--- src/rtl/core6502Pkg.sv ---
// Core 6502 shared types: bus widths, opcode views, ALU and cycle-state encodings
`default_nettype none

package core6502Pkg;

	typedef logic [15:0] addrT;				// External address bus
	typedef logic [7:0] byteT;				// Data byte

	// Opcode split into its aaa/bbb/cc decode fields
	typedef struct packed {
		logic [2:0] aaa;					// Operation within group
		logic [2:0] bbb;					// Addressing mode
		logic [1:0] cc;						// Instruction group
	} opFieldsT;

	typedef union packed {
		byteT raw;							// Whole byte, length and class lookup
		opFieldsT f;						// Field view, ALU and register select
	} opcodeU;

	typedef enum logic [2:0] {
		opPass,								// Merge of the one live input
		opAdc,								// Binary add with carry
		opAnd,
		opOra,
		opEor,
		opLsr								// Shift right, bit 0 to carry
	} aluOpE;

	typedef enum logic [2:0] {
		tFetch,								// Opcode fetch, SYNC high
		tOp1,								// Operand or dummy read
		tOp2,								// High address byte for STA
		tExec,								// High byte read and PC load for JMP
		tWrite								// Store cycle, RnW low
	} tStateE;

	// Register select codes
	localparam logic [1:0] selNone = 2'd0;
	localparam logic [1:0] selA = 2'd1;
	localparam logic [1:0] selX = 2'd2;
	localparam logic [1:0] selY = 2'd3;

	// Bit positions in the 4-bit P word
	localparam int flagN = 3;
	localparam int flagV = 2;
	localparam int flagZ = 1;
	localparam int flagC = 0;

endpackage

`default_nettype wire

--- src/rtl/alu.sv ---
// ALU: binary add with carry, logic ops, shift right and pass
`timescale 1ns/1ps
`default_nettype none

module alu import core6502Pkg::*; (
	input aluOpE aluOp,
	input byteT aluA,						// Register side
	input byteT aluB,						// Operand side
	input logic carryIn,
	output byteT aluY,
	output logic carryOut,
	output logic overflowOut
);

	logic [8:0] sum;						// Add with carry out on top

	assign sum = {1'b0, aluA} + {1'b0, aluB} + {8'h00, carryIn};

	always_comb begin
		aluY = aluA | aluB;
		carryOut = carryIn;					// Logic ops keep carry
		overflowOut = 1'b0;
		case (aluOp)
			opPass: aluY = aluA | aluB;		// Only one side is live
			opAdc: begin
				aluY = sum[7:0];
				carryOut = sum[8];
				// Same input signs, different result sign
				overflowOut = ~(aluA[7] ^ aluB[7]) & (aluA[7] ^ sum[7]);
			end
			opAnd: aluY = aluA & aluB;
			opOra: aluY = aluA | aluB;
			opEor: aluY = aluA ^ aluB;
			opLsr: begin
				aluY = {1'b0, aluA[7:1]};
				carryOut = aluA[0];			// Bit 0 falls into C
			end
			default: aluY = aluA;
		endcase
	end

endmodule

`default_nettype wire

--- src/rtl/core6502.sv ---
// 6502 subset core top: predecoder, sequencer, registers, ALU and flags on one bus
`timescale 1ns/1ps
`default_nettype none

module core6502 import core6502Pkg::*; #(
	parameter addrT resetPc = 16'h0200		// Start address after reset
) (
	input logic phi0,						// Single clock, rising edge
	input logic rstN,
	output addrT addr,
	output logic rnw,						// 1 read, 0 write
	output logic sync,						// Opcode fetch cycle
	output byteT dOut,
	input byteT dIn,
	input logic rdy							// Read cycle ready
);

	// Decode
	opcodeU opcode;
	logic [1:0] instLen;
	logic isStore;
	logic isJump;
	logic [1:0] dstSel;
	logic [1:0] srcSel;
	aluOpE aluOp;
	logic updNz;
	logic updCv;
	logic clcOp;
	logic secOp;

	// Datapath
	byteT operand;
	byteT aluA;
	byteT aluY;
	byteT accOut;
	logic carryIn;
	logic carryOut;
	logic overflowOut;
	logic execEn;

	preDecode pd(
		.opcode(opcode), .instLen(instLen), .isStore(isStore), .isJump(isJump),
		.dstSel(dstSel), .srcSel(srcSel), .aluOp(aluOp),
		.updNz(updNz), .updCv(updCv), .clcOp(clcOp), .secOp(secOp) );

	dispatch #(.resetPc(resetPc)) disp(
		.phi0(phi0), .rstN(rstN), .rdy(rdy), .dIn(dIn),
		.instLen(instLen), .isStore(isStore), .isJump(isJump), .accOut(accOut),
		.opcode(opcode), .operand(operand), .addr(addr), .rnw(rnw),
		.sync(sync), .dOut(dOut), .execEn(execEn) );

	regFile regs(
		.phi0(phi0), .rstN(rstN), .execEn(execEn), .dstSel(dstSel),
		.srcSel(srcSel), .aluY(aluY), .aluA(aluA), .accOut(accOut) );

	alu alu(
		.aluOp(aluOp), .aluA(aluA), .aluB(operand), .carryIn(carryIn),
		.aluY(aluY), .carryOut(carryOut), .overflowOut(overflowOut) );

	flags flags(
		.phi0(phi0), .rstN(rstN), .execEn(execEn), .updNz(updNz),
		.updCv(updCv), .clcOp(clcOp), .secOp(secOp), .aluY(aluY),
		.carryOut(carryOut), .overflowOut(overflowOut), .carryIn(carryIn) );

endmodule

`default_nettype wire

--- src/rtl/dispatch.sv ---
// Cycle sequencer: T-state, program counter, address bus, RnW/SYNC and RDY stall
`timescale 1ns/1ps
`default_nettype none

module dispatch import core6502Pkg::*; #(
	parameter addrT resetPc = 16'h0200		// First fetch address
) (
	input logic phi0,
	input logic rstN,
	input logic rdy,						// Low stalls read cycles
	input byteT dIn,
	input logic [1:0] instLen,
	input logic isStore,
	input logic isJump,
	input byteT accOut,						// Accumulator for STA
	output opcodeU opcode,
	output byteT operand,					// ALU input B
	output addrT addr,
	output logic rnw,
	output logic sync,
	output byteT dOut,
	output logic execEn						// Last cycle of instruction
);

	tStateE state, nextState;
	addrT pc;
	opcodeU opReg;
	byteT opLo;								// Immediate or low address byte
	byteT opHi;								// High address byte
	logic adv;								// Cycle completes this edge

	assign adv = rdy | ~rnw;				// Writes ignore RDY
	assign rnw = (state != tWrite);
	assign sync = (state == tFetch);
	assign addr = (state == tWrite) ? {opHi, opLo} : pc;
	assign dOut = (state == tWrite) ? accOut : 8'h00;
	assign opcode = opReg;

	// Operand straight from the bus on the execute edge
	always_comb begin
		if (instLen == 2'd1)
			operand = 8'h00;				// Implied, keep B quiet
		else if (state == tOp1)
			operand = dIn;
		else
			operand = opLo;
	end

	always_comb begin
		case (state)
			tOp1: execEn = rdy && (instLen != 2'd3);
			tExec: execEn = rdy;
			tWrite: execEn = 1'b1;
			default: execEn = 1'b0;
		endcase
	end

	always_comb begin
		case (state)
			tFetch: nextState = tOp1;
			tOp1: begin
				if (isJump)
					nextState = tExec;
				else if (isStore)
					nextState = tOp2;
				else
					nextState = tFetch;	// Two-cycle done
			end
			tOp2: nextState = tWrite;
			default: nextState = tFetch;	// tExec, tWrite
		endcase
	end

	always_ff @(posedge phi0 or negedge rstN) begin
		if (!rstN) begin
			state <= tFetch;
			pc <= resetPc;
			opReg.raw <= 8'hEA;				// NOP
		end else if (adv) begin
			state <= nextState;
			case (state)
				tFetch: begin
					opReg.raw <= dIn;
					pc <= pc + 16'd1;
				end
				tOp1: if (instLen != 2'd1) pc <= pc + 16'd1;	// Implied rereads
				tOp2: pc <= pc + 16'd1;
				tExec: pc <= {dIn, opLo};	// JMP target
				default: ;
			endcase
		end
	end

	// Operand latches
	always_ff @(posedge phi0) begin
		if (adv && state == tOp1)
			opLo <= dIn;
		if (adv && state == tOp2)
			opHi <= dIn;
	end

endmodule

`default_nettype wire

--- src/rtl/flags.sv ---
// Status register: N, V, Z and C updates from the ALU and CLC/SEC
`timescale 1ns/1ps
`default_nettype none

module flags import core6502Pkg::*; (
	input logic phi0,
	input logic rstN,
	input logic execEn,
	input logic updNz,
	input logic updCv,
	input logic clcOp,
	input logic secOp,
	input byteT aluY,
	input logic carryOut,
	input logic overflowOut,
	output logic carryIn					// C back to the ALU
);

	logic [3:0] p;							// N V Z C

	always_ff @(posedge phi0 or negedge rstN) begin
		if (!rstN) begin
			p <= 4'h0;
		end else if (execEn) begin
			if (updNz) begin
				p[flagN] <= aluY[7];
				p[flagZ] <= (aluY == 8'h00);
			end
			if (updCv) begin
				p[flagC] <= carryOut;
				p[flagV] <= overflowOut;
			end
			if (clcOp)
				p[flagC] <= 1'b0;
			if (secOp)
				p[flagC] <= 1'b1;
		end
	end

	assign carryIn = p[flagC];

endmodule

`default_nettype wire

--- src/rtl/preDecode.sv ---
// Predecoder: instruction length, bus class and register/ALU/flag selects from the opcode
`timescale 1ns/1ps
`default_nettype none

module preDecode import core6502Pkg::*; (
	input opcodeU opcode,					// Latched opcode
	output logic [1:0] instLen,				// Bytes in instruction, 1..3
	output logic isStore,					// STA abs
	output logic isJump,					// JMP abs
	output logic [1:0] dstSel,				// Register taking the result
	output logic [1:0] srcSel,				// Register feeding ALU input A
	output aluOpE aluOp,
	output logic updNz,						// N/Z follow result
	output logic updCv,						// C/V follow ALU
	output logic clcOp,
	output logic secOp
);

	always_comb begin
		// Default is a one-byte NOP
		instLen = 2'd1;
		isStore = 1'b0;
		isJump = 1'b0;
		dstSel = selNone;
		srcSel = selNone;
		aluOp = opPass;
		updNz = 1'b0;
		updCv = 1'b0;
		clcOp = 1'b0;
		secOp = 1'b0;
		case (opcode.raw)
			8'hA2: begin							// LDX #
				instLen = 2'd2;
				dstSel = selX;
				updNz = 1'b1;
			end
			8'hA0: begin							// LDY #
				instLen = 2'd2;
				dstSel = selY;
				updNz = 1'b1;
			end
			8'h4A: begin							// LSR A
				dstSel = selA;
				srcSel = selA;
				aluOp = opLsr;
				updNz = 1'b1;
				updCv = 1'b1;
			end
			8'hAA: begin							// TAX
				dstSel = selX;
				srcSel = selA;
				updNz = 1'b1;
			end
			8'h8A: begin							// TXA
				dstSel = selA;
				srcSel = selX;
				updNz = 1'b1;
			end
			8'h18: clcOp = 1'b1;					// CLC
			8'h38: secOp = 1'b1;					// SEC
			8'h8D: begin							// STA abs
				instLen = 2'd3;
				isStore = 1'b1;
			end
			8'h4C: begin							// JMP abs
				instLen = 2'd3;
				isJump = 1'b1;
			end
			default: begin
				// Group one immediate forms, op picked by aaa
				if (opcode.f.cc == 2'b01 && opcode.f.bbb == 3'b010) begin
					instLen = 2'd2;
					dstSel = selA;
					srcSel = selA;
					updNz = 1'b1;
					case (opcode.f.aaa)
						3'd0: aluOp = opOra;
						3'd1: aluOp = opAnd;
						3'd2: aluOp = opEor;
						3'd3: begin
							aluOp = opAdc;
							updCv = 1'b1;
						end
						3'd5: srcSel = selNone;		// LDA #, operand only
						default: begin				// STA #, CMP, SBC unsupported
							instLen = 2'd1;
							dstSel = selNone;
							srcSel = selNone;
							updNz = 1'b0;
						end
					endcase
				end
			end
		endcase
	end

endmodule

`default_nettype wire

--- src/rtl/regFile.sv ---
// Register block: A, X and Y with ALU source select and result load
`timescale 1ns/1ps
`default_nettype none

module regFile import core6502Pkg::*; (
	input logic phi0,
	input logic rstN,
	input logic execEn,						// Result write strobe
	input logic [1:0] dstSel,
	input logic [1:0] srcSel,
	input byteT aluY,
	output byteT aluA,						// Selected source register
	output byteT accOut
);

	byteT acc;
	byteT xReg;
	byteT yReg;

	always_comb begin
		case (srcSel)
			selA: aluA = acc;
			selX: aluA = xReg;
			selY: aluA = yReg;
			default: aluA = 8'h00;			// Loads pass operand alone
		endcase
	end

	always_ff @(posedge phi0 or negedge rstN) begin
		if (!rstN) begin
			acc <= 8'h00;
			xReg <= 8'h00;
			yReg <= 8'h00;
		end else if (execEn) begin
			case (dstSel)
				selA: acc <= aluY;
				selX: xReg <= aluY;
				selY: yReg <= aluY;
				default: ;					// No register written
			endcase
		end
	end

	assign accOut = acc;

endmodule

`default_nettype wire

--- config.mk ---
export PLATFORM = sky130hd
export DESIGN_NAME = core6502
export DESIGN_NICKNAME = d
export VERILOG_FILES = /design/src/rtl/core6502Pkg.sv /design/src/rtl/alu.sv /design/src/rtl/core6502.sv /design/src/rtl/dispatch.sv /design/src/rtl/flags.sv /design/src/rtl/preDecode.sv /design/src/rtl/regFile.sv
export SDC_FILE = /design/constraint.sdc
export NUM_CORES = 1
export LEC_CHECK = 0
export BUFFER_PORTS_ARGS = -buffer_cell sky130_fd_sc_hd__buf_2
export CAP_MARGIN = 40
export CORE_AREA = 2 2 88 90
export DETAILED_ROUTE_END_ITERATION = 16
export DIE_AREA = 0 0 90 92
export HOLD_SLACK_MARGIN = 0.02
export PLACE_DENSITY = 0.85
export SLEW_MARGIN = 20
export SYNTH_ARGS = -nofsm -noshare
export SYNTH_HDL_FRONTEND = slang
export SYNTH_SLANG_ARGS = --single-unit
export TNS_END_PERCENT = 1
--- constraint.sdc ---
create_clock -name phi0 -period 10.5 [get_ports phi0]
set_input_delay 3.15 -clock phi0 [delete_from_list [all_inputs] [get_ports phi0]]
set_output_delay 3.15 -clock phi0 [all_outputs]
set_load 0.02 [all_outputs]
==> impl_metrics.env <==
export IMPL_layout_worst_path_cycle_share=0.5577
export IMPL_path_max_fanout=20
export IMPL_power_density_nw_per_um2=212.7
export IMPL_ant_nets=0
export IMPL_dpl_instance_area_um2=4496
export IMPL_fp_dieH_um=92
export IMPL_skew_ps=7.976
export IMPL_whs_ps=509.5
export IMPL_synth_fa_ha_area_frac=0.05934
export IMPL_final_util=0.6358
export IMPL_cts_setup_buffers=0
export IMPL_slew_headroom=0.4486
export IMPL_fin_area_um2=4735
export IMPL_drtPass1Iterations=5
export IMPL_status="complete, no violations"
export IMPL_cp_data_arrival_time_ps=2710
export IMPL_cts_htree_levels=3
export IMPL_hold_viol=0
export IMPL_critPathLaunchType="flip-flop"
export IMPL_ir_drop_uv=113.7
export IMPL_syn_area_um2=4259
export IMPL_grt_max_degree=25
export IMPL_switching_share=0.4037
export IMPL_syn_avg_cell_area_um2=9.062
export IMPL_internal_power_uw=600.5
export IMPL_ys_flop_type="dfrtp_1"
export IMPL_post_synth_top_area_cell="dfrtp_1"
export IMPL_numCtsBuffers=9
export IMPL_pwr_share_comb=0.347
export IMPL_p_switching_uw=406.5
export IMPL_initial_utilization=0.5719
export IMPL_clkTransAtPathRegs_ps=70
export IMPL_clk_latency_ps=350
export IMPL_grt_antenna_before_repair=0
export IMPL_grt_pass1_vias=3603
export IMPL_rows=32
export IMPL_hp_start="regs.xReg[5]"
export IMPL_routed_via_density=6.420
export IMPL_tightest_slew_ps=824.6
export IMPL_area_growth_pct=11.16
export IMPL_core_um2=7447
export IMPL_yosysWarnings=0
export IMPL_vias=3871
export IMPL_hold_path_class="reg -> reg"
export IMPL_cts_resized=0
export IMPL_synth_nets=500
export IMPL_globalplace_congestion=0.9837
export IMPL_synth_xor_area_frac=0.006169
export IMPL_num_antenna_cells=0
export IMPL_fillCellCount=625
export IMPL_clockBufferDepth=2
export IMPL_dp_hpwl_um=8178
export IMPL_rsz0062_at_grt="false"
export IMPL_grt_pass1_wl_um=18400
export IMPL_synth_distinct_cells=73
export IMPL_fmax_ghz=0.1708
export IMPL_routed_wl_um=11260
export IMPL_clkPwrFrac=0.256
export IMPL_synthMuxAreaShare=0.08960
export IMPL_route_detailed_drc=0
export IMPL_synth_edf_count=16
export IMPL_end_kind="output port"
export IMPL_nets=526
export IMPL_tritoncts="done"
export IMPL_cts_root_buf="clkbuf_8"
export IMPL_synth_top_family_by_area="simple AND/OR/NAND/NOR gates"
export IMPL_r2r_start="disp.opcode[1]"
export IMPL_seqCellArea_um2=1589
export IMPL_cap_violations=0
export IMPL_synth_area_leaders="dfrtp_1, edfxtp_1, nand2_1, mux2_2, ha_1"
export IMPL_power_leakage_uw=0.002218
export IMPL_io_buffers=36
export IMPL_synth_top_area_frac=0.2233
export IMPL_dieArea_um2=8280
export IMPL_finalMaxSlewViolations=0
export IMPL_required_ps=7350
export IMPL_worstSetupPathType="reg -> out"
export IMPL_fp_dieW_um=90
export IMPL_multi_input_area_um2=2440
export IMPL_period_minus_slack_ps=5856
export IMPL_yosys_area_share_simple=0.2297
export IMPL_setup_violations=0
export IMPL_grt_ovfl_total=0
export IMPL_grt_usage=0.2827
export IMPL_pin_count=37
export IMPL_finalSetupTns_ps=0
export IMPL_synth_compound_gate_area_share=0.1880
export IMPL_finalPower_uw=1007
export IMPL_drive_above_1_share=0.2096
export IMPL_clkSinkCount=60
export IMPL_pwr_share_seq=0.397
export IMPL_ys_seq_area_frac=0.3731
export IMPL_synthArstFlopShare=0.7333
export IMPL_synth_seq_cells=60
export IMPL_crit_path_start="disp.state[1]"
export IMPL_syn_instance_count=470
export IMPL_postCtsHoldBufs=0
export IMPL_avgRoutedWirePerCell_um=18.68
export IMPL_drtIter0Drc=428
==> power groups by stage <==
| stage | Clock (uW) | Combinational [uW] | Sequential, uW |
|---|---|---|---|
| after detailed placement | 0 | 345 | 399 |
| after CTS | 258 | 348 | 395 |
| final | 258 | 350 | 399 |
| after global routing | 269 | 384 | 408 |
| after floorplan | 0 | 309 | 339 |
| after global placement | 0 | 329 | 394 |
==> metrics by stage <==
stage,setup slack (ps),instances
after floorplan,5074,470
after global placement,4754,583
after detailed placement,4718,587
after CTS,4664,603
after global routing,4515,603
final,4644,603
==> synthesized netlist by cell type (2+ instances only) <==
cell type  instances
a211oi_4           2
buf_2              7
buf_4              4
o21ai_0           17
a21oi_2            3
clkbuf_1          12
or2_2              7
or2_1              3
nand2b_1           6
a211o_1            5
o2111ai_1          2
o221ai_1           3
a22o_1             8
nor2_1            18
fa_1               2
nand3b_1           6
nand3_1           18
o211ai_1           2
a211oi_1           2
a31oi_1            3
a22oi_1            7
and2_1             2
edfxtp_1          16
o22ai_1           11
dfstp_2            6
ha_1              17
dfrtp_1           38
nand4_1            8
a2bb2oi_1          4
o21bai_1           2
a21o_1             2
and3_1            12
nand2_1           78
mux2i_1           10
o21a_1             2
and4_1             2
xnor2_1            2
inv_1             27
a21oi_1           25
nor3_1             5
mux2_2            25
nor2b_1            7
and3b_1            2
==> state kept, by name, indices dropped and copies added, names as in the netlist <==
signal and flops:
disp.state 3, disp.opcode 8, disp.opHi 8, regs.accOut 8, disp.opLo 8, disp.pc 16
regs.xReg 8, flags.p 1
==> worst max-delay path, cell delays in order (launching register included) <==
cell     delay, ps
dfrtp_1        500
nor2_2         420
and2_1         650
inv_2          370
nand2_1        170
nand2_1         80
buf_2          160
==> final timing paths <==
kind	endpoint	slack (ps)	cells after the start
min reg2reg	regs.xReg[5]	510	1
max	addr[10]	4640	6
min in group asynchronous	disp.pc[4]	2790	1
max in group asynchronous	disp.opcode[1]	7110	2
max reg2reg	regs.xReg[4]	6400	12
min	regs.xReg[5]	510	1
==> final cells by class <==
type                    count  area share
clock buffers              10     0.02696
clock inverters             6     0.02352
inverters                  28     0.02220
multi-input cells         357      0.5153
flip-flops and latches     60      0.3356
well taps                 102     0.02696
repair buffers             40     0.04942
==> cell usage in the layout (no fill, tap or decap), drive strengths merged, types with 11 or more instances in the layout <==
master  instances
a21oi          28
and3           12
buf            40
dfrtp          38
edfxtp         16
ha             17
inv            29
mux2           25
nand2          78
nand3          19
nor2           19
o21ai          18
o22ai          11
==> metal layers <==
metal,track usage,part of all wire,up-vias
met5,0,0,-
met4,0.1282,0.035,0
met3,0.05505,0.079,39
met2,0.4442,0.46,203
met1,0.3812,0.43,1864
li1,-,-,1765
==> logic make-up after synthesis <==
logic type / count (synthesis)
AND/OR/NAND/NOR: 189
AO/OA/AOI/OAI: 111
flip-flops: 60
buffers and inverters: 53
multiplexers: 35
adder cells (fa/ha/maj): 19
XOR/XNOR: 3
(Power assumes the default switching activity.)
